==> config.mk <==
export PLATFORM = sky130hd
export DESIGN_NAME = filter_pos_counter
export DESIGN_NICKNAME = d
export VERILOG_FILES = /design/src/logic/filter_pos_counter.sv
export SDC_FILE = /design/constraint.sdc
export NUM_CORES = 1
export LEC_CHECK = 0
export BUFFER_PORTS_ARGS = -buffer_cell sky130_fd_sc_hd__buf_2
export CAP_MARGIN = 10
export CELL_PAD_IN_SITES_DETAIL_PLACEMENT = 0
export CELL_PAD_IN_SITES_GLOBAL_PLACEMENT = 1
export CORE_UTILIZATION = 43
export DETAILED_ROUTE_END_ITERATION = 16
export PLACE_DENSITY = 0.89
export SYNTH_ARGS = -nofsm -noshare
export SYNTH_HDL_FRONTEND = slang
export SYNTH_SLANG_ARGS = --single-unit
==> constraint.sdc <==
create_clock -name clk -period 3.2 [get_ports clk]
set_clock_uncertainty 0.1 [all_clocks]
set_input_delay 0.64 -clock clk [delete_from_list [all_inputs] [get_ports clk]]
set_output_delay 0.64 -clock clk [all_outputs]
set_load 0.02 [all_outputs]
==> src/logic/filter_pos_counter.sv <==
`timescale 1ns/100ps

module filter_pos_counter #(
	parameter int IMG_WIDTH = 320,
	parameter int IMG_HEIGHT = 240
) (
	input logic clk,
	input logic reset,
	input logic i_valid,
	output logic [12:0] o_col,
	output logic [12:0] o_row,
	output logic o_frame_last
);

	// Padded frame geometry
	localparam int PAD_W = IMG_WIDTH + 2;
	localparam int PAD_H = IMG_HEIGHT + 2;
	localparam logic [12:0] COL_LAST = 13'(PAD_W - 1);
	localparam logic [12:0] ROW_LAST = 13'(PAD_H - 1);

	// Position of the pixel now on i_pixel
	logic [12:0] col_q;
	logic [12:0] row_q;
	logic col_wrap;

	assign col_wrap = (col_q == COL_LAST);

	always_ff @(posedge clk) begin
		if (reset) begin
			col_q <= '0;
			row_q <= '0;
		end else if (i_valid) begin
			if (col_wrap) begin
				col_q <= '0;
				// Row wraps back to 0 at the end of the padded frame
				if (row_q == ROW_LAST) begin
					row_q <= '0;
				end else begin
					row_q <= row_q + 13'd1;
				end
			end else begin
				col_q <= col_q + 13'd1;
			end
		end
	end

	assign o_col = col_q;
	assign o_row = row_q;

	// Bottom right corner of the padded frame
	assign o_frame_last = col_wrap && (row_q == ROW_LAST);

endmodule

==> impl_metrics.yaml <==
status:
  status: "finished clean"
placed_design:
  hpwl_um: 2480
  gp_congestion: 0.788
  portBuffers: 29
clock_network:
  worst_setup_hold_path_clk_slew_ps: 140
  cts_hold_buffers: 0
  cts_max_path_buffers: 2
  htree_levels: 1
  post_cts_buffers: 0
  cts_resized: 0
  cts_tree: "yes"
  clk_latency_ps: 330
  numCtsBuffers: 3
  cts_root_buf: "clkbuf_4"
  clock-sinks: 26
critical_path:
  worstPathArrival_ps: 2030
  cp-start-kind: "flop"
  cp.required_ps: 2460
  r2r_cells: 5
  crit_path_max_fanout: 7
  end_kind: "output port"
  critPathKind: "reg2out"
  r2r_slack_ps: 1120
  r2r-end: "o_row[12]$_SDFFE_PP0P_"
  r2r-start: "o_row[0]$_SDFFE_PP0P_"
detailed_routing:
  via_per_inst: 5.57
  first_pass_iters: 5
  drc: 0
  dr_total_vias: 1310
  drt-initial-drc-count: 61
  avgRoutedWirePerCell_um: 14.4
  drt_wl_total_um: 3390
  final_antenna_net_count: 0
sta:
  min_period_over_period_pct: 86.7
  tightest_slew_ps: 471
  maxSlewViolCount: 0
  hold_viol_final: 0
  final.setup.tns_ps: 0
  fmax_mhz: 361
  finalSetupViolCount: 0
  rsz0062_at_grt: "false"
  fin_crit_ps: 2770
  slew_headroom_pct: 68.2
floorplan:
  rows: 20
  die_w_um: 59.6
  core_mm2: 0.00310
  pin_count: 30
  die_h_um: 59.6
  die-area_mm2: 0.00355
  start_util_pct: 45.9
synthesis:
  syn_inst: 166
  synth.avg_cell_area_um2: 8.59
  seq_area_frac_synth_pct: 36.5
  synth_area_mm2: 0.00143
  syn-num-nets: 173
  ys_seq_elements: 26
  synthDistinctLibCells: 34
  yosysWarnings: 0
global_routing:
  groute.usage.overall_pct: 20.4
  grt_pass1_wl_um: 5510
  grt_pass1_vias: 1235
  grt_max_degree: 22
  use_met1_pct: 27.4
  use_met2_pct: 33.2
  grt_busiest_layer: "met2"
  antenna_found_initial: 0
  gr-usage-met3_pct: 2.62
  gr-total-overflow: 0
final_layout:
  num-fill-cells: 334
  layout-drive-gt1-share_pct: 19.9
  area_growth_pct: 13.6
  num_antenna_cells: 0
  final_nets: 200
hold_path:
  min_path_cells: 2
  hold_start: "o_row[1]$_SDFFE_PP0P_"
  worstHoldEndpoint: "o_row[1]$_SDFFE_PP0P_"
  hold_path.class: "reg2reg"
pwr:
  ir_worst_vdd_uv: 182
  p_leak_nw: 0.585
  total_power_mw: 0.505
  pwr_density_cell_mw_per_mm2: 312
flow_run:
  drv_cap: 0
layer usage:
metal  vias up  wire length (um)
li1        654                 -
met1       627              1690
met2        24              1550
met3         5               106
met4         0                47
met5         -                 0
worst max-delay path, cell delays in order, from the launching register on:
cell and delay (ps):
dfxtp_1 450, ha_1 180, nor4b_1 410, nand3_1 310
nor2_1 170, buf_2 180
power by group:
group | switching (mW) | internal, mW
Sequential | 0.00529 | 0.327
Clock | 0.0990 | 0.0442
Combinational | 0.0192 | 0.0106
Total | 0.123 | 0.381
cell usage after synthesis, drive strengths merged:
library cell	count	area [um2]
mux2i	1	10.0
nand4	12	90.1
inv	13	48.8
o21ba	1	10.0
a311oi	1	8.76
nand3	10	50.1
nand2b	1	6.26
o32ai	6	52.6
a211oi	3	22.5
or3	5	31.3
dfxtp	26	521
ha	4	50.1
and4	4	36.3
nor2	19	71.3
a21oi	10	50.1
or4	1	7.51
buf	3	13.8
nor3	2	10.0
a21boi	1	7.51
o31ai	1	7.51
and3	3	18.8
or2b	1	7.51
nand2	10	37.5
clkbuf	4	15.0
a22oi	1	7.51
nor4	4	25.0
nand3b	2	15.0
xnor2	8	70.1
nor4b	5	88.8
xor2	4	35.0
logic make-up after synthesis:
family | Yosys count | share of synthesized area [%]
DFF | 26 | 36.5
adders and majority gates | 4 | 3.51
xor gates and xnor gates | 12 | 7.37
muxes | 1 | 0.702
AOI/OAI and AO/OA | 24 | 11.7
and+or+nand+nor | 79 | 34.8
buffers and inverters | 20 | 5.44
cells in the final DEF, fill, tap and decap left out:
| cell | count |
|---|---|
| a211oi_1 | 3 |
| a21boi_0 | 1 |
| a21oi_1 | 10 |
| a22oi_1 | 1 |
| a311oi_1 | 1 |
| and3_1 | 3 |
| and4_1 | 3 |
| and4_2 | 1 |
| buf_2 | 29 |
| clkbuf_4 | 3 |
| dfxtp_1 | 26 |
| ha_1 | 4 |
| inv_1 | 13 |
| mux2i_1 | 1 |
| nand2_1 | 10 |
| nand2b_1 | 1 |
| nand3_1 | 10 |
| nand3b_1 | 2 |
| nand4_1 | 11 |
| nand4_4 | 1 |
| nor2_1 | 19 |
| nor3_1 | 2 |
| nor4_1 | 4 |
| nor4b_1 | 2 |
| nor4b_4 | 3 |
| o21ba_2 | 1 |
| o31ai_1 | 1 |
| o32ai_1 | 6 |
| or2b_1 | 1 |
| or3_1 | 5 |
| or4_1 | 1 |
| xnor2_1 | 8 |
| xor2_1 | 4 |
area by class of cell:
type	count	area, um2	share of cell area, %
Clock buffer	3	22.5	1.39
Inverter	13	48.8	3.01
Multi-Input combinational cell	120	827	51.1
Sequential cell	26	520	32.1
Tap cell	44	55.1	3.40
Timing Repair Buffer	29	145	8.96
per-stage QoR:
stage	setup WS [ps]	utilization (%)	area [um2]	cells	hold slack (ps)
after floorplan	933	-	1430	166	469
after CTS	442	52.2	1620	235	432
after detailed placement	956	51.5	1600	232	413
after global placement	982	51.5	1600	232	396
final	427	52.2	1620	235	432
after global routing	267	52.2	1620	235	456
flip-flops by register name (all words and copies together), names as in the netlist:
signal  count
o_row      13
o_col      13
worst max-delay path by stage:
stage / endpoint / startpoint / cells past startpoint
global placement: o_frame_last / o_row[0]$_SDFFE_PP0P_ / 5
global route: o_frame_last / o_row[0]$_SDFFE_PP0P_ / 5
CTS: o_frame_last / o_row[0]$_SDFFE_PP0P_ / 5
floorplan: o_frame_last / o_row[0]$_SDFFE_PP0P_ / 4
detailed placement: o_frame_last / o_row[0]$_SDFFE_PP0P_ / 5
finish: o_frame_last / o_row[0]$_SDFFE_PP0P_ / 5
(Power assumes the default switching activity.)
