--- src/logic/filter_frame_ctrl.sv ---
`timescale 1ns/100ps

module filter_frame_ctrl (
	input logic clk,
	input logic reset,
	input logic i_valid,
	input logic [12:0] i_col,
	input logic [12:0] i_row,
	input logic i_frame_last,
	output logic o_win_valid,
	output logic o_win_done
);

	typedef enum logic [1:0] {
		IDLE,
		FILL,
		RUN,
		FRAME_END
	} state_t;

	state_t state_q;
	state_t state_d;
	logic win_valid_q;
	logic win_done_q;

	// Next state, only taken on an advance
	always_comb begin
		state_d = state_q;
		case (state_q)
			IDLE: begin
				state_d = FILL;
			end
			FILL: begin
				// First pixel of padded row 2 starts real windows
				if (i_row >= 13'd2) begin
					state_d = RUN;
				end
			end
			RUN: begin
				if (i_frame_last) begin
					state_d = FRAME_END;
				end
			end
			FRAME_END: begin
				// Next frame may start straight away
				state_d = FILL;
			end
			default: begin
				state_d = IDLE;
			end
		endcase
	end

	always_ff @(posedge clk) begin
		if (reset) begin
			state_q <= IDLE;
			win_valid_q <= 1'b0;
			win_done_q <= 1'b0;
		end else if (i_valid) begin
			state_q <= state_d;
			// Window is complete once two border columns and rows are in
			win_valid_q <= (state_q == RUN) && (i_row >= 13'd2) && (i_col >= 13'd2);
			// One advance after the last window of the frame
			win_done_q <= (state_q == FRAME_END);
		end
	end

	assign o_win_valid = win_valid_q;
	assign o_win_done = win_done_q;

endmodule

--- config.mk ---
export PLATFORM = sky130hd
export DESIGN_NAME = filter_frame_ctrl
export DESIGN_NICKNAME = d
export VERILOG_FILES = /design/src/logic/filter_frame_ctrl.sv
export SDC_FILE = /design/constraint.sdc
export NUM_CORES = 1
export LEC_CHECK = 0
export CORE_AREA = 2 2 39 41
export CTS_CLUSTER_SIZE = 24
export DETAILED_ROUTE_END_ITERATION = 8
export DIE_AREA = 0 0 41 43
export DONT_BUFFER_PORTS = 1
export GPL_ROUTABILITY_DRIVEN = 0
export HOLD_SLACK_MARGIN = 0.15
export REMOVE_ABC_BUFFERS = 1
export SLEW_MARGIN = 30
export SYNTH_ARGS = -nofsm -noshare
export SYNTH_HDL_FRONTEND = slang
export SYNTH_SLANG_ARGS = --single-unit
--- constraint.sdc ---
create_clock -name clk -period 2.95 [get_ports clk]
set_clock_uncertainty 0.2 [all_clocks]
set_input_delay 0 -clock clk [delete_from_list [all_inputs] [get_ports clk]]
set_output_delay 0 -clock clk [all_outputs]
set_load 0.005 [all_outputs]
==> results of run 1 <==
power breakdown:
part           internal, mW  switching [mW]
Combinational        0.0173         0.00981
Clock                0.0455          0.0227
Sequential           0.0579         0.00306
routing by layer:
metal	up-vias	track usage [%]	part of all wire, %
met2	20	15.9	60
li1	142	-	-
met4	0	4.00	0
met3	0	4.71	9.2
met1	128	6.09	31
met5	-	0	0
worst paths after layout:
check | end | from | slack [ns] | depth (start not counted)
min | o_win_done$_SDFFE_PP0P_ | i_valid | 0.25 | 3
max reg2reg | state_q[1]$_SDFFE_PP0P_ | state_q[1]$_SDFFE_PP0P_ | 0.52 | 7
max | state_q[1]$_SDFFE_PP0P_ | state_q[1]$_SDFFE_PP0P_ | 0.52 | 7
min reg2reg | o_win_done$_SDFFE_PP0P_ | o_win_done$_SDFFE_PP0P_ | 0.85 | 3
registers in the layout (all words and copies together), names as in the netlist:
register / flops
o_win_valid: 1
state_q: 2
o_win_done: 1
synthesized netlist by cell type (all sizes together):
library cell,number,area [sq um]
a21boi,1,7.51
a21o,1,7.51
a21oi,2,10.0
a311oi,1,8.76
a41oi,1,8.76
dfxtp,4,80.1
ha,3,37.5
inv,3,11.3
mux2i,1,10.0
nand2b,1,6.26
nand3,2,10.0
nand4,1,6.26
nor2,2,7.51
nor2b,1,6.26
nor4,6,82.6
per-stage QoR:
| step | hold WS [ns] | power (mW) | setup slack, ns | utilization, % |
|---|---|---|---|---|
| after floorplan | -0.131 | 0.0753 | 1.56 | - |
| after global placement | -0.126 | 0.0778 | 1.42 | 23.1 |
| after detailed placement | -0.126 | 0.0780 | 1.44 | 23.1 |
| after CTS | 0.250 | 0.161 | 0.143 | 32.0 |
| after global routing | 0.283 | 0.168 | 0.411 | 31.3 |
| final | 0.252 | 0.156 | 0.525 | 31.3 |
cell type report:
cell class                      count  area [sq um]  area share, %
Inverter                            3          11.3           2.60
Timing Repair Buffer                9          90.1           20.8
Multi-Input combinational cell     23           209           48.3
Sequential cell                     4          80.1           18.5
Tap cell                           16          20.0           4.62
Clock buffer                        3          22.5           5.20
kinds of logic (layout without fill, tap and decap cells):
| kind of cell | after synthesis | count (layout) | synth area share (%) |
|---|---|---|---|
| buffers and inverters | 3 | 15 | 3.75 |
| AOI/OAI and AO/OA | 6 | 6 | 14.2 |
| muxes | 1 | 1 | 3.33 |
| and+or+nand+nor | 13 | 13 | 39.6 |
| DFF | 4 | 4 | 26.7 |
| adders and majority gates | 3 | 3 | 12.5 |
critical path, stage by stage (launching register included):
cell and delay, ns:
dfxtp_1 0.37, inv_1 0.06, ha_1 0.18, nand4_1 0.06, dlygate4sd3_1 0.58, a21oi_1 0.07
a311oi_1 0.26, dlygate4sd3_1 0.58
timing repair:
item                                    CTS  global route
hold buffers                             10             0
endpoints found under the hold margin     4             0
endpoints found under the setup margin    0             1
==> results.yml, run 1 <==
critical_path:
  critPathMaxFanout: 4
  cp_data_required_time_ns: 2.92
  endpoint_kind: "flip-flop"
  startpoint_type: "flip-flop"
  arrival_ns: 2.40
  worstSetupPathType: "flip-flop to flip-flop"
route:
  via_per_inst: 5.00
  routed_wl_microns: 653
  num_vias: 290
  dr.pass1.iters: 2
  first_iter_violations: 2
  antenna_left: 0
  wl_per_cell_microns: 11.3
  drc: 0
timing:
  setup_viol: 0
  slew_headroom_pct: 81.2
  hold_viol_final: 0
  slew_violations: 0
  rsz0062_at_grt: "false"
  final.setup.tns_ns: 0
  post-route-period-util_pct: 82.2
  fmax_mhz: 412
  min_period_ns: 2.43
  worst_slew_pin_slew_ns: 0.281
floorplanning:
  start_util_pct: 21.7
  core-area_sq_mm: 0.00138
  rows: 14
  dieWidth_microns: 41
  fp.dieArea_sq_mm: 0.00176
  pin_count: 32
  die_h_microns: 43
worst_hold_path:
  hp-class: "input pin to flip-flop"
cells_and_area:
  nFillCells: 151
  finalNonFillerCells: 58
  final_common_cell: "dlygate4sd3_1"
  final_cell_area_sq_um: 433
  antenna_cells: 0
  syn_to_final_growth_pct: 44.2
  drive_gt1_share_pct: 14.3
  nets: 77
  final_cell_mix: "9 x dlygate4sd3_1, 4 x dfxtp_1"
cts:
  numCtsBuffers: 3
  cts-resized-gates: 0
  htreeDepth: 1
  post-cts-setup-buffer-count: 0
  cts_tree: "done"
  numClockSinks: 4
  cts_buffer_depth: 2
  worstSkewPairLatency_ns: 0.23
  clkTransAtPathRegs_ns: 0.04
  root_buffer: "clkbuf_4"
global_route:
  grt_first_pass_wirelength_microns: 993
  globalRoute.totalOverflow: 0
  grt_pass1_vias: 289
  grt_max_degree: 5
  grt.total_usage_pct: 8.53
  antenna_found_initial: 0
run:
  drv_cap: 0
placement:
  place_area_sq_um: 320
  portBuffers: 0
  hpwl_microns: 523
  placed_cells: 46
power:
  p_per_area_mw_per_mm2: 361
  ir_worst_vdd_mv: 0.118
  leakagePower_nw: 0.155
synthesis:
  syn_avg_cell_area_sq_um: 10.0
  yosysUniqueCellTypes: 16
  ys_ff_latch: 4
  yosysSeqAreaShare_pct: 26.7
  synthCells: 30
  synth_warnings: 0
  syn-cell-area_sq_um: 300
outcome:
  status: "finished clean"
Power figures use the tool's default switching activity.
==> run 2: changes to the inputs <==
- clock period: 2.95 -> 2.27 ns (I/O delays scaled with it)
==> results.yml, run 2 (synthesis results as in run 1) <==
cts:
  cts_tree: "done"
  htreeDepth: 1
  worstSkewPairLatency_ns: 0.23
  root_buffer: "clkbuf_4"
  cts_buffer_depth: 2
  clkTransAtPathRegs_ns: 0.04
  numClockSinks: 4
  numCtsBuffers: 3
run:
  drv_cap: 0
timing:
  setup_viol: 0
  min_period_ns: 1.97
  final.setup.tns_ns: 0
  slew_violations: 0
  worst_slew_pin_slew_ns: 0.287
  rsz0062_at_grt: "false"
  fmax_mhz: 506
  slew_headroom_pct: 80.8
  hold_viol_final: 0
  post-route-period-util_pct: 87.0
floorplanning:
  die_h_microns: 43
  core-area_sq_mm: 0.00138
  pin_count: 32
  rows: 14
  fp.dieArea_sq_mm: 0.00176
  start_util_pct: 21.7
  dieWidth_microns: 41
global_route:
  grt_pass1_vias: 290
  grt_first_pass_wirelength_microns: 972
  grt_max_degree: 5
  grt.total_usage_pct: 8.53
  globalRoute.totalOverflow: 0
  antenna_found_initial: 0
critical_path:
  critPathMaxFanout: 4
  cpPeakStageDelay_ns: 0.56
  cp_data_required_time_ns: 2.18
  arrival_ns: 1.88
  crit_chain: "inv_1 > ha_1 > a21boi_1 > a21o_1 > a21oi_1 > dlygate4sd3_1"
  cpLargestDelayFamily: "buffers and inverters"
  slowest_stage: "dlygate4sd3_1"
  startpoint_type: "flip-flop"
  critPathBufInv: 2
  endpoint_kind: "flip-flop"
  worstSetupPathType: "flip-flop to flip-flop"
cells_and_area:
  nets: 76
  syn_to_final_growth_pct: 40.8
  largest_reg_flops: 2
  finalNonFillerCells: 57
  max_flop_register: "state_q"
  final_cell_mix: "8 x dlygate4sd3_1, 4 x dfxtp_1"
  drive_gt1_share_pct: 14.6
  antenna_cells: 0
  final_common_cell: "dlygate4sd3_1"
route:
  dr.pass1.iters: 2
  routed_wl_microns: 629
  antenna_left: 0
  num_vias: 290
  via_per_inst: 5.09
  wl_per_cell_microns: 11.0
  drc: 0
  first_iter_violations: 2
placement:
  placed_cells: 46
  hpwl_microns: 525
  portBuffers: 0
power:
  leakagePower_nw: 0.149
  p_per_area_mw_per_mm2: 474
  ir_worst_vdd_mv: 0.151
outcome:
  status: "finished clean"
worst_hold_path:
  hp-class: "input pin to flip-flop"
## run 2: cell types whose count changed in the layout (fill, tap and decap cells not counted), sizes merged
cell and delta:
dlygate4sd3 -1
## run 2: repair_timing
item / CTS / global route
resized for setup: 0 / 0
hold buffers: 8 / 0
buffers inserted: 0 / 0
endpoints found under the hold margin: 4 / 0
## run 2: stage by stage
stage	util, %	power, mW	cell area (sq um)	hold slack, ns	setup slack, ns
2_1_floorplan	-	0.0978	300	-0.131	0.879
4_1_cts	30.6	0.206	423	0.251	0.310
3_3_place_gp	23.1	0.101	320	-0.125	0.740
6_report	30.6	0.200	423	0.258	0.295
3_5_place_dp	23.1	0.101	320	-0.126	0.768
5_1_grt	30.6	0.217	423	0.284	0.189
## run 2: tightest hold or removal path: cells and delay by family
kind          cells  cell delay, ns
buf+inv           1            0.54
simple gates      1            0.07
mux               1            0.05
## run 2: final cells by class
| cell class | instances | area [sq um] |
|---|---|---|
| fillers | 153 | 961 |
| multi-input cells | 23 | 209 |
| flip-flops and latches | 4 | 80.1 |
| repair buffers | 8 | 80.1 |
| clock buffers | 3 | 22.5 |
| well taps | 16 | 20.0 |
| inverters | 3 | 11.3 |
## run 2: power breakdown
| group | switching, mW | leakage (nW) | internal, mW |
|---|---|---|---|
| Combinational | 0.0122 | 0.102 | 0.0204 |
| Clock | 0.0293 | 0.0138 | 0.0591 |
| Sequential | 0.00403 | 0.0328 | 0.0753 |
## run 2: worst paths after layout
kind                                 from                       to  slack (ns)  depth (start not counted)
setup / recovery  state_q[0]$_SDFFE_PP0P_  state_q[0]$_SDFFE_PP0P_        0.30                          6
hold / removal                    i_valid  o_win_done$_SDFFE_PP0P_        0.26                          3
setup reg to reg  state_q[0]$_SDFFE_PP0P_  state_q[0]$_SDFFE_PP0P_        0.30                          6
hold reg to reg   state_q[1]$_SDFFE_PP0P_  state_q[1]$_SDFFE_PP0P_        0.36                          2
## run 2: routing by layer
metal	GRT usage [%]	part of all wire, %	vias up
met2	15.9	59	20
met4	4.00	0	0
met3	4.71	9.9	0
li1	-	-	140
met5	0	0	-
met1	6.09	31	130
==> run 3: changes to the inputs <==
==> constraint.sdc (replaced) <==
create_clock -name clk -period 2 [get_ports clk]
set_clock_uncertainty 0.2 [all_clocks]
set_input_delay 0 -clock clk [delete_from_list [all_inputs] [get_ports clk]]
set_output_delay 0 -clock clk [all_outputs]
set_load 0.1 [all_outputs]
==> results.yml, run 3 (synthesis results as in run 1) <==
outcome:
  status: "finished clean"
critical_path:
  r2r_cells: 6
  worstSetupPathType: "flip-flop to flip-flop"
  r2r-end: "state_q[0]$_SDFFE_PP0P_"
  reg2reg_slack_ns: 0.10
  startpoint_type: "flip-flop"
  cp_data_required_time_ns: 1.91
  cpPeakStageDelay_ns: 0.55
  endpoint_kind: "flip-flop"
  arrival_ns: 1.80
  slowest_stage: "dlygate4sd3_1"
  r2r-start: "state_q[0]$_SDFFE_PP0P_"
  critPathMaxFanout: 4
  crit_chain: "inv_1 > ha_1 > a21boi_2 > a21o_1 > a21oi_1 > dlygate4sd3_1"
timing:
  setup_viol: 0
  slew_violations: 0
  hold_viol_final: 0
  final.setup.tns_ns: 0
  whs_ns: 0.279
  worst_slew_pin_slew_ns: 0.280
  rsz0062_at_grt: "false"
  fmax_mhz: 527
  finalWorstSetupSlack_ns: 0.102
  slew_headroom_pct: 81.5
  post-route-period-util_pct: 94.9
  min_period_ns: 1.90
global_route:
  grt_first_pass_wirelength_microns: 979
  grt.total_usage_pct: 8.12
  grt_pass1_vias: 290
  grt_max_degree: 5
  globalRoute.totalOverflow: 0
  antenna_found_initial: 0
worst_hold_path:
  holdPathStages: 3
  hp-class: "input pin to flip-flop"
  hold-path-endpoint: "o_win_done$_SDFFE_PP0P_"
  hp-start: "i_valid"
route:
  dr.pass1.iters: 1
  drc: 0
  num_vias: 295
  routed_wl_microns: 634
  wl_per_cell_microns: 10.6
  via_per_inst: 4.92
  antenna_left: 0
  first_iter_violations: 0
cells_and_area:
  nets: 79
  antenna_cells: 0
  nFillCells: 146
  final_cell_area_sq_um: 449
  post-route-util_pct: 32.5
  max_flop_register: "state_q"
  final_cell_mix: "8 x dlygate4sd3_1, 4 x dfxtp_1"
  largest_reg_flops: 2
  drive_gt1_share_pct: 22.7
  finalNonFillerCells: 60
  final_common_cell: "dlygate4sd3_1"
  syn_to_final_growth_pct: 49.6
floorplanning:
  dieWidth_microns: 41
  core-area_sq_mm: 0.00138
  fp.dieArea_sq_mm: 0.00176
  rows: 14
  start_util_pct: 21.7
  die_h_microns: 43
  pin_count: 32
placement:
  hpwl_microns: 528
  place_ws_ns: 0.493
  portBuffers: 0
  placed_cells: 48
  place_area_sq_um: 335
power:
  ir_worst_vdd_mv: 0.192
  p_per_area_mw_per_mm2: 524
  power.total_mw: 0.236
  leakagePower_nw: 0.165
cts:
  htreeDepth: 1
  root_buffer: "clkbuf_4"
  cts_buffer_depth: 2
  numCtsBuffers: 3
  clkTransAtPathRegs_ns: 0.04
  numClockSinks: 4
  worstSkewPairLatency_ns: 0.22
  cts_tree: "done"
run:
  drv_cap: 0
[run 3: cell count changes in the layout (fill, tap and decap cells not counted), sizes merged]
| cell | change |
|---|---|
| buf | +3 |
[run 3: worst max-delay path, delay by kind of cell, from the launching register on]
| family | cells | cell delay (ns) |
|---|---|---|
| AOI/OAI and AO/OA | 3 | 0.40 |
| adders and majority gates | 1 | 0.22 |
| buffers and inverters | 2 | 0.62 |
| DFF | 1 | 0.35 |
[run 3: cell type report]
cell class | instances | area (sq um) | area share (%)
multi-input cells | 23 | 213 | 47.4
repair buffers | 11 | 103 | 22.8
flip-flops and latches | 4 | 80.1 | 17.8
clock buffers | 3 | 22.5 | 5.01
well taps | 16 | 20.0 | 4.46
inverters | 3 | 11.3 | 2.51
[run 3: power by group]
part | switching, mW | total (mW) | internal (mW)
clock network | 0.0280 | 0.0948 | 0.0667
logic | 0.0240 | 0.0511 | 0.0271
registers | 0.00415 | 0.0896 | 0.0855
total | 0.0562 | 0.236 | 0.179
[run 3: worst max path at each step]
stage                                  start                        to  slack [ns]  cells after the start
floorplan           o_win_valid$_SDFFE_PP0P_  o_win_valid$_SDFFE_PP0P_        0.48                      3
global placement     state_q[0]$_SDFFE_PP0P_   state_q[1]$_SDFFE_PP0P_        0.48                      5
detailed placement   state_q[0]$_SDFFE_PP0P_   state_q[1]$_SDFFE_PP0P_        0.49                      5
CTS                  state_q[0]$_SDFFE_PP0P_   state_q[0]$_SDFFE_PP0P_        0.04                      6
global route         state_q[1]$_SDFFE_PP0P_   state_q[1]$_SDFFE_PP0P_       0.003                      6
finish               state_q[0]$_SDFFE_PP0P_   state_q[0]$_SDFFE_PP0P_        0.10                      6
[run 3: metal layers]
layer | wire length, microns | GRT usage (%) | part of all wire (%) | vias to the layer above
met5 | 0 | 0 | 0 | -
met4 | 0 | 6.00 | 0 | 0
met3 | 50 | 1.57 | 7.9 | 0
met2 | 389 | 14.7 | 61 | 15
met1 | 195 | 7.05 | 31 | 134
li1 | - | - | - | 146
[run 3: timing repair]
action,CTS,global route
setup endpoints to repair,0,2
buffers inserted,0,1
resized for setup,0,1
hold buffers,8,0
endpoints found under the hold margin,4,0
