`src/logic/pixel_pkg.sv`:
```
package pixel_pkg;

	// One 8-bit colour sample, unsigned
	typedef logic [7:0] channel_t;

	// Channel layout inside a pixel word
	// Red sits in the top byte, blue in the bottom byte
	typedef struct packed {
		channel_t red;
		channel_t green;
		channel_t blue;
	} rgb_t;

	// Same 24 bits seen two ways
	// raw is what gets stored and carried on ports
	// rgb is used where the channels are split apart
	typedef union packed {
		logic [23:0] raw;
		rgb_t rgb;
	} pixel_t;

endpackage

```
`src/logic/kernel_pkg.sv`:
```
package kernel_pkg;

	// Signed coefficient, range -8..7
	typedef logic signed [3:0] coef_t;

	// Signed sum of the nine products
	// Sharpen sum stays within -1020..1275 for 8-bit input
	typedef logic signed [13:0] acc_t;

	// Sharpen kernel, row-major
	// Index 0 is the oldest column of the oldest row
	// Row 0 is the top of the window
	localparam coef_t KERNEL [0:8] = '{
		4'sd0,
		-4'sd1,
		4'sd0,
		-4'sd1,
		4'sd5,
		-4'sd1,
		4'sd0,
		-4'sd1,
		4'sd0
	};

	// Largest value a channel can carry after clamping
	localparam acc_t CLAMP_MAX = 14'sd255;

endpackage

```
`src/logic/filter_conv_channel.sv`:
```
`timescale 1ns/100ps

module filter_conv_channel
	import pixel_pkg::*;
	import kernel_pkg::*;
(
	input logic clk,
	input logic reset,
	input logic i_valid,
	input logic i_win_valid,
	input logic i_win_done,
	input channel_t i_top,
	input channel_t i_mid,
	input channel_t i_bot,
	output logic o_valid,
	output logic o_done,
	output channel_t o_value
);

	// 3x3 window, win_q[row][col]
	// Row 0 is the oldest padded row, col 2 the newest sample
	channel_t win_q [3][3];

	// Second stage
	acc_t mac_sum;
	acc_t sum_q;
	logic sum_valid_q;
	logic sum_done_q;

	// Third stage
	channel_t value_q;
	logic out_valid_q;
	logic out_done_q;

	// Window shift, columns move left by one per advance
	always_ff @(posedge clk) begin
		if (i_valid) begin
			for (int r = 0; r < 3; r++) begin
				win_q[r][0] <= win_q[r][1];
				win_q[r][1] <= win_q[r][2];
			end
			win_q[0][2] <= i_top;
			win_q[1][2] <= i_mid;
			win_q[2][2] <= i_bot;
		end
	end

	// Nine products against the fixed kernel
	// Samples are zero-extended so they stay positive once signed
	always_comb begin
		mac_sum = '0;
		for (int r = 0; r < 3; r++) begin
			for (int c = 0; c < 3; c++) begin
				mac_sum = mac_sum + acc_t'($signed({1'b0, win_q[r][c]})) * acc_t'(KERNEL[r*3 + c]);
			end
		end
	end

	always_ff @(posedge clk) begin
		if (i_valid) begin
			sum_q <= mac_sum;
			// Clamp to 0..255
			if (sum_q < 0) begin
				value_q <= '0;
			end else if (sum_q > CLAMP_MAX) begin
				value_q <= 8'd255;
			end else begin
				value_q <= sum_q[7:0];
			end
		end
	end

	// Strobes follow the data through both stages
	always_ff @(posedge clk) begin
		if (reset) begin
			sum_valid_q <= 1'b0;
			sum_done_q <= 1'b0;
			out_valid_q <= 1'b0;
			out_done_q <= 1'b0;
		end else if (i_valid) begin
			sum_valid_q <= i_win_valid;
			sum_done_q <= i_win_done;
			out_valid_q <= sum_valid_q;
			out_done_q <= sum_done_q;
		end
	end

	// No output strobe while the pipeline is stalled
	assign o_valid = out_valid_q && i_valid;
	assign o_done = out_done_q;
	assign o_value = value_q;

endmodule

```
`config.mk`:
```
export PLATFORM = sky130hd
export DESIGN_NAME = filter_conv_channel
export DESIGN_NICKNAME = d
export VERILOG_FILES = /design/src/logic/pixel_pkg.sv /design/src/logic/kernel_pkg.sv /design/src/logic/filter_conv_channel.sv
export SDC_FILE = /design/constraint.sdc
export NUM_CORES = 1
export LEC_CHECK = 0
export ABC_AREA = 1
export BUFFER_PORTS_ARGS = -buffer_cell sky130_fd_sc_hd__buf_2
export CAP_MARGIN = 25
export CORE_ASPECT_RATIO = 0.75
export CORE_UTILIZATION = 50
export CTS_CLUSTER_DIAMETER = 120
export DETAILED_ROUTE_END_ITERATION = 10
export PLACE_DENSITY = 0.69
export SYNTH_ARGS = -nofsm -noshare
export SYNTH_HDL_FRONTEND = slang
export SYNTH_SLANG_ARGS = --single-unit
```
`constraint.sdc`:
```
create_clock -name clk -period 3.1 [get_ports clk]
set_clock_uncertainty 0.1 [all_clocks]
set_input_delay 0.465 -clock clk [delete_from_list [all_inputs] [get_ports clk]]
set_output_delay 0.465 -clock clk [all_outputs]
set_load 0.05 [all_outputs]
```
==> results_dict.tcl, run 1 <==
set metrics [dict create \
    fmax_ghz 0.3064 \
    core_um2 7988 \
    worstMarginPinSlew_ps 534.9 \
    timing.final.max_slew_violations 0 \
    post-dp-hpwl_um 4844 \
    peakVddDrop_uv 477.3 \
    num_rows 28 \
    grt_pass1_vias 2506 \
    grt_pass1_wl_um 11360 \
    overflow 0 \
    syn_inst 352 \
    numPortBuffers 38 \
    clock_latency_ps 370 \
    synth.area.top_cells "edfxtp_1, fa_1, inv_1, ha_1, nand2_1" \
    cts_sinks 82 \
    whs_path_depth 1 \
    cts_tree "yes" \
    period_share 1.053 \
    cts_hold_buf 0 \
    rsz0062_at_grt "true" \
    num_vias 2561 \
    fin_area_um2 5409 \
    slew_headroom 0.6434 \
    finalPower_mw 5.089 \
    ant_nets 0 \
    drt-total-wl_um 7071 \
    ys_ff_latch 82 \
    post-place-cells 515 \
    wl_per_cell_um 12.90 \
    area_growth_pct 29.32 \
    vias_per_cell 4.673 \
    die_w_um 107.6 \
    die_area_um2 8739 \
    path_class "reg -> reg" \
    yosysWarnings 0 \
    r2r-end "sum_q[9]" \
    start_util 0.5237 \
    drv_cap 0 \
    ys_types 20 \
    yosysTopAreaCell "edfxtp_1" \
    regToRegStartpoint "win_q[0][35]" \
    synth-seq-area-share 0.5791 \
    grt_max_degree 46 \
    cp.required_ps 3130 \
    post-route-drc-count 0 \
    h-tree-depth 3 \
    fin_cells 548 \
    syn_nets 428 \
    synth.cell_area_um2 4183 \
    hold_path_end "win_q[0][4]" \
    first_pass_iters 4 \
    setup_viol 8 \
    hold_viol 0 \
    diodes 0 \
    clockBufferDepth 2 \
    hp-class "in -> reg" \
    avgSynthCellArea_um2 11.88 \
    worstPathMaxFanout 5 \
    endpoint_kind "flip-flop" \
    fillers 567 \
    regArea_um2 2422 \
    outcome "finished with violations" \
    worst_r2r_path_depth 16 \
    antenna_found_initial 0 \
    routabilityCongestion 0.8146 \
    clk_pin_slew_worst_paths_ps 100 \
    regToRegSetupSlack_ps -160 \
    crit_arrival_ps 3290 \
    p_leak_nw 2.400 \
    powerDensity_nw_per_um2 940.9 \
    hold_path.startpoint "i_top[4]" \
    hold_ws_ps 162.6 \
    multi_input_area_um2 1851 \
    start_kind "flip-flop" \
    synth_top_area_frac 0.5600 \
    fin_ws_ps -163.6 \
    finalCriticalPeriod_ps 3264 \
    failed_checks "setup timing" \
    fin_setup_tns_ps -808.4 \
    place_area_um2 4740 \
    pin_count 39 \
    cts-root-buf "clkbuf_8" \
    grt_usage 0.1801 \
    drive_gt1_frac 0.4108 \
    drt_iter0_markers 77 \
    fin_nets 514 \
    die_y_um 81.21 \
    cts_made_buffers 9 \
]
[timing repair]
action | in CTS | in global routing
endpoints found under the hold margin | 0 | 0
gates resized for setup | 31 | 60
pin swaps | 25 | 49
buffers inserted | 9 | 8
endpoints found under the setup margin | 10 | 11
[cells by family (layout without fill, tap and decap cells)]
kind of cell	after synthesis	count (layout)	synth area share
and+or+nand+nor	104	104	0.1056
adders and majority gates	47	47	0.1855
muxes	1	1	0.002692
AOI/OAI and AO/OA	20	20	0.02483
DFF	82	82	0.5791
buffers and inverters	86	177	0.07718
xor gates and xnor gates	12	12	0.02513
[placed cells by master (no fill, tap or decap), types with 2 or more instances in the layout]
| cell type | n |
|---|---|
| a21oi_1 | 15 |
| buf_2 | 37 |
| xor2_1 | 7 |
| clkbuf_8 | 9 |
| xnor2_1 | 3 |
| fa_2 | 6 |
| nand2_1 | 47 |
| a21oi_2 | 3 |
| inv_6 | 4 |
| nand2_2 | 18 |
| nor2_2 | 9 |
| ha_2 | 2 |
| inv_1 | 70 |
| ha_1 | 6 |
| edfxtp_1 | 78 |
| ha_4 | 14 |
| nand4_1 | 2 |
| nand3_4 | 2 |
| a21oi_4 | 2 |
| fa_1 | 19 |
| inv_2 | 14 |
| nand3_2 | 7 |
| nand2_4 | 6 |
| buf_4 | 36 |
| dfxtp_1 | 4 |
| buf_6 | 3 |
| nor2_1 | 4 |
| nand3_1 | 5 |
[cell type report]
class / instances / area share
Sequential cell: 82 / 0.4478
Clock buffer: 9 / 0.02290
Timing Repair Buffer: 76 / 0.09045
Clock inverter: 7 / 0.01295
Tap cell: 105 / 0.02429
Inverter: 85 / 0.05945
Multi-Input combinational cell: 184 / 0.3421
[flip-flops by register name (all words and copies together), names as in the netlist]
name	count
sum_q	14
out_valid_q	1
o_value	8
sum_done_q	1
sum_valid_q	1
win_q	56
o_done	1
[routing by layer]
metal,GRT usage,up-vias,routed length [um]
met2,0.2949,45,3442
met3,0.05778,8,244
li1,-,1294,-
met4,0.06575,0,71
met5,0,-,0
met1,0.2267,1214,3313
[power breakdown]
part / internal, mW / switching [mW]
clock: 0.314 / 0.443
sequential: 1.50 / 0.0721
combinational: 1.25 / 1.50
total: 3.07 / 2.02
[synthesized netlist by cell type, drive strengths merged]
cell and number:
a21oi 20, and2 1, buf 1, dfxtp 4, edfxtp 78, fa 25, ha 22, inv 85
mux2 1, nand2 71, nand3 14, nand4 2, nor2 14, nor3 1, nor3b 1, xnor2 4
xor2 8
[worst max path at each step]
stage | slack (ps) | end | start | cells after the start
4_1_cts | -110 | sum_q[10] | win_q[0][33] | 14
3_5_place_dp | -230 | sum_q[9] | win_q[0][35] | 15
5_1_grt | -310 | sum_q[9] | win_q[0][35] | 16
6_report | -160 | sum_q[9] | win_q[0][35] | 16
2_1_floorplan | -20 | sum_q[9] | win_q[0][33] | 14
3_3_place_gp | -160 | sum_q[9] | win_q[0][35] | 15
[per-stage QoR]
step	setup slack, ps	util
floorplan	-19.83	-
global placement	-163.3	0.5934
detailed placement	-226.7	0.5934
CTS	-105.4	0.6424
global route	-310.2	0.6772
finish	-163.6	0.6772
[critical path, cell delays in order (launching register included)]
cell and delay, ps:
edfxtp_1 470, buf_6 160, ha_4 260, ha_4 210
a21oi_2 150, nand2_2 90, nand2_2 80, nand2_2 60
xor2_2 140, fa_1 480, ha_4 340, nand2_2 60
nand2_2 110, a21oi_4 50, buf_4 130, nand4_1 70
nand2_1 50
Power figures use the tool's default switching activity.
==> inputs of run 2 (changes only) <==
Clock period 3.1 ns to 2.7 ns, I/O delays scaled along.
==> results_dict.tcl, run 2 (synthesis results as in run 1) <==
set metrics [dict create \
    crit_top_cell "ha_4" \
    cts_tree "yes" \
    fin_area_um2 5383 \
    max_stage_delay_ps 530 \
    area_growth_pct 28.69 \
    hold_viol 0 \
    post-dp-hpwl_um 4934 \
    peakVddDrop_uv 509.8 \
    slew_headroom 0.7119 \
    path_cells "ha_4 -> ha_4 -> fa_2 -> buf_6 -> xnor2_4 -> fa_1 -> inv_2 -> ha_4 -> a21oi_4 -> nor2_2 -> nor2_2 -> nand2_1 -> nand2_2 -> nand2_2" \
    overflow 0 \
    hp-class "in -> reg" \
    numPortBuffers 38 \
    core_um2 7988 \
    clock_latency_ps 360 \
    start_kind "flip-flop" \
    mostFrequentLayoutCells "edfxtp_1, inv_1, nand2_1" \
    p_switching_mw 2.279 \
    grt_pass1_vias 2510 \
    power_frac_clock 0.143 \
    pin_count 39 \
    place_area_um2 4860 \
    fin_ws_ps -621.8 \
    cts_hold_buf 0 \
    drive_gt1_frac 0.3946 \
    p_leak_nw 2.407 \
    num_rows 28 \
    hold_ws_ps 108.1 \
    timing.final.max_slew_violations 0 \
    top_register "win_q" \
    routabilityCongestion 0.7683 \
    drt-total-wl_um 7275 \
    path_class "reg -> reg" \
    worst-path-buf-inv 2 \
    combPwrFrac 0.543 \
    largest_register_ffs 56 \
    die_w_um 107.6 \
    h-tree-depth 3 \
    fmax_ghz 0.3010 \
    outcome "finished with violations" \
    crit_path_top_delay_cell "fa_1" \
    place_ws_ps -561.4 \
    grt_usage 0.1842 \
    post-route-drc-count 0 \
    p_sw_frac 0.3956 \
    cp.required_ps 2710 \
    cts-root-buf "clkbuf_8" \
    clk_pin_slew_worst_paths_ps 90 \
    p_seq_frac 0.314 \
    worstMarginPinSlew_ps 432.2 \
    wl_per_cell_um 13.20 \
    start_util 0.5237 \
    worstPathMaxFanout 4 \
    grt_max_degree 84 \
    post-place-cells 521 \
    power.internal_mw 3.481 \
    die_y_um 81.21 \
    diodes 0 \
    period_share 1.230 \
    antenna_found_initial 0 \
    finalCriticalPeriod_ps 3322 \
    ant_nets 0 \
    rsz0062_at_grt "true" \
    clockBufferDepth 2 \
    fin_nets 517 \
    cts_made_buffers 9 \
    failed_checks "setup timing" \
    first_pass_iters 4 \
    die_area_um2 8739 \
    cts_sinks 82 \
    drv_cap 0 \
    vias_per_cell 4.675 \
    crit_arrival_ps 3340 \
    grt_pass1_wl_um 11770 \
    setup_viol 12 \
    crit_family "adder cells" \
    final_common_cell "edfxtp_1" \
    powerDensity_nw_per_um2 1070 \
    drt_iter0_markers 74 \
    fin_cells 551 \
    endpoint_kind "flip-flop" \
    num_vias 2576 \
]
[run 2: cell count changes in the layout (fill, tap and decap cells not counted), sizes merged]
cell      delta
clkbuf       +1
clkinvlp     +1
inv          -2
buf          +3
[run 2: final cells by class]
| cell class | instances | area [um^2] |
|---|---|---|
| flip-flops and latches | 82 | 2422 |
| inverters | 85 | 319.1 |
| clock buffers | 10 | 127.6 |
| multi-input cells | 184 | 1805 |
| repair buffers | 79 | 528.0 |
| fillers | 613 | 2605 |
| well taps | 105 | 131.4 |
| clock inverters | 6 | 48.80 |
[run 2: final timing paths]
kind	cells past startpoint	slack [ps]	to	from
hold reg to reg	0	320	win_q[0][59]	win_q[0][51]
setup / recovery	14	-620	sum_q[8]	win_q[0][35]
hold / removal	1	110	win_q[0][0]	i_top[0]
setup reg to reg	14	-620	sum_q[8]	win_q[0][35]
[run 2: through the flow]
step | TNS [ps] | util | power, mW
final | -5843 | 0.6739 | 5.759
after floorplan | -3226 | - | 3.660
after detailed placement | -5254 | 0.6084 | 4.369
after global placement | -5150 | 0.6084 | 4.312
after global routing | -7364 | 0.6739 | 6.232
after CTS | -5207 | 0.6472 | 5.438
[run 2: per-layer routing]
metal  track usage  up-vias  part of all wire
met4       0.06575        0             0.022
met3       0.04655       15             0.030
met5             0        -                 0
met1        0.2308     1215              0.46
li1              -     1302                 -
met2        0.3128       44              0.49
[run 2: power groups by stage]
stage | clock network [mW] | registers, mW | logic, mW
after floorplan | 0 | 1.93 | 1.73
after global placement | 0 | 1.83 | 2.48
after detailed placement | 0 | 1.84 | 2.53
after CTS | 0.855 | 1.81 | 2.77
after global routing | 0.903 | 1.83 | 3.50
final | 0.825 | 1.81 | 3.12
[run 2: what timing repair did]
item | CTS | global route
gates resized for setup | 25 | 36
endpoints found under the setup margin | 13 | 13
buffers inserted | 6 | 9
pin swaps | 13 | 36
hold endpoints to repair | 0 | 0
==> inputs of run 3 (changes only) <==
Settings changed: ABC_AREA 1 to 0.
==> results_dict.tcl, run 3 <==
set metrics [dict create \
    outcome "finished with violations" \
    failed_checks "setup timing" \
    first_pass_iters 4 \
    fin_cells 482 \
    num_rows 27 \
    routabilityCongestion 0.8338 \
    ys_types 36 \
    clk_pin_slew_worst_paths_ps 100 \
    whs_path_depth 1 \
    fin_setup_tns_ps -8039 \
    slew_headroom 0.6842 \
    synth_top_family_by_area "adder cells" \
    p_switching_mw 2.030 \
    die_w_um 105.7 \
    post-dp-hpwl_um 4853 \
    fmax_ghz 0.2778 \
    peakVddDrop_uv 477.7 \
    diodes 0 \
    pin_count 39 \
    cts-root-buf "clkbuf_8" \
    drt-total-wl_um 6848 \
    synth.cell_area_um2 4029 \
    area_growth_pct 29.57 \
    final_common_cell "edfxtp_1" \
    yosysWarnings 0 \
    synthArstFlopShare 0 \
    synthAdderAreaFrac 0.1925 \
    timing.final.max_slew_violations 0 \
    synth_common_cells "edfxtp_1, inv_1, nor2_1, fa_1, ha_1" \
    endpoint_kind "flip-flop" \
    ant_nets 0 \
    die_area_um2 8425 \
    synth.area.top_cells "edfxtp_1, fa_1, ha_1, inv_1, nor2_1" \
    synth_xor_area_frac 0.03261 \
    finalCriticalPeriod_ps 3600 \
    drv_cap 0 \
    grt_usage 0.1816 \
    core_um2 7567 \
    cp.required_ps 2710 \
    fillers 530 \
    clock_latency_ps 380 \
    worstMarginPinSlew_ps 470.1 \
    grt_max_degree 31 \
    synth_compound_area_frac 0.04783 \
    top_register "win_q" \
    place_area_um2 4795 \
    synth_edf_count 78 \
    overflow 0 \
    worst_r2r_path_depth 13 \
    p_sw_frac 0.3594 \
    combPwrFrac 0.516 \
    fin_nets 452 \
    post-place-cells 458 \
    syn_nets 362 \
    drt_iter0_markers 106 \
    cts_tree "yes" \
    fin_ws_ps -900.2 \
    cts_hold_buf 0 \
    drive_gt1_frac 0.3911 \
    start_kind "flip-flop" \
    yosysTopAreaCell "edfxtp_1" \
    setup_viol 13 \
    die_y_um 79.74 \
    powerDensity_nw_per_um2 1082 \
    synth_ff_type "edfxtp_1" \
    grt_pass1_vias 2269 \
    mostFrequentLayoutCells "edfxtp_1, inv_1, buf_4" \
    fin_area_um2 5220 \
    finalPower_mw 5.648 \
    start_util 0.5324 \
    ys_ff_latch 82 \
    cts_sinks 82 \
    synth-simple-area-share 0.05901 \
    rsz0062_at_grt "true" \
    avgSynthCellArea_um2 14.09 \
    power.internal_mw 3.618 \
    path_class "reg -> reg" \
    post-route-drc-count 0 \
    synth-seq-area-share 0.6012 \
    worstPathMaxFanout 4 \
    largest_register_ffs 56 \
    p_seq_frac 0.320 \
    hold_viol 0 \
    final_util 0.6898 \
    synth_mux_area_frac 0.01273 \
    numPortBuffers 38 \
    num_vias 2306 \
    p_leak_nw 2.167 \
    crit_arrival_ps 3610 \
    synth_top_area_frac 0.5814 \
    grt_pass1_wl_um 11050 \
    power_frac_clock 0.164 \
    syn_inst 286 \
    yosysMostFrequentCell "edfxtp_1" \
    cts_made_buffers 9 \
    hp-class "in -> reg" \
    clockBufferDepth 2 \
    antenna_found_initial 0 \
    h-tree-depth 3 \
    wl_per_cell_um 14.21 \
    period_share 1.333 \
    vias_per_cell 4.784 \
]
run 3: metrics by stage:
stage | worst slack [ps] | hold WS, ps
after floorplan | -713.5 | 300.3
after global placement | -810.5 | 301.5
after detailed placement | -903.4 | 304.5
after CTS | -909.0 | 74.65
after global routing | -1017 | 69.68
final | -900.2 | 92.48
run 3: area by class of cell:
type | count | area (um^2) | area share
flip-flops and latches | 82 | 2422 | 0.4640
multi-input cells | 146 | 1719 | 0.3293
repair buffers | 81 | 534.3 | 0.1023
inverters | 56 | 210.2 | 0.04027
well taps | 101 | 126.4 | 0.02421
clock buffers | 9 | 123.9 | 0.02373
clock inverters | 7 | 83.83 | 0.01606
run 3: path summary, 6_finish.rpt:
| check | start | endpoint | slack, ps |
|---|---|---|---|
| setup / recovery | win_q[0][34] | sum_q[10] | -900 |
| hold / removal | i_bot[5] | win_q[0][53] | 90 |
| setup reg to reg | win_q[0][34] | sum_q[10] | -900 |
| hold reg to reg | win_q[0][50] | win_q[0][58] | 330 |
run 3: kinds of logic (layout without fill, tap and decap cells):
family / count (synthesis) / after routing
simple gates: 50 / 50
mux: 5 / 5
compound gates: 29 / 29
xor+xnor: 15 / 15
fa+ha+maj: 47 / 47
buf+inv: 58 / 153
flops: 82 / 82
run 3: timing repair:
item,CTS,global route
setup endpoints to repair,13,13
resized for setup,22,9
gates cloned,0,0
hold endpoints to repair,0,0
setup buffers,5,3
pin swaps,20,15
run 3: layer usage:
metal,routed length [um],GRT usage,up-vias
met3,412,0.06122,14
met2,3047,0.2680,58
met4,135,0.07778,0
li1,-,-,1151
met5,0,0,-
met1,3252,0.2468,1083
run 3: power by group through the flow:
stage | logic (mW) | clock network, mW | registers [mW]
floorplan | 1.62 | 0 | 1.93
global placement | 2.32 | 0 | 1.83
detailed placement | 2.38 | 0 | 1.84
CTS | 2.71 | 0.960 | 1.81
global route | 3.15 | 0.997 | 1.83
finish | 2.91 | 0.927 | 1.81
run 3: worst max-delay path: stages (launching register included):
cell      delay [ps]
edfxtp_1         510
ha_2             240
ha_4             170
fa_2             390
a21o_4           230
a21oi_4          150
xnor2_2           80
fa_2             530
inv_2             40
ha_4             280
nand3_2          100
a41oi_4          250
o41ai_4          120
xor2_1           150
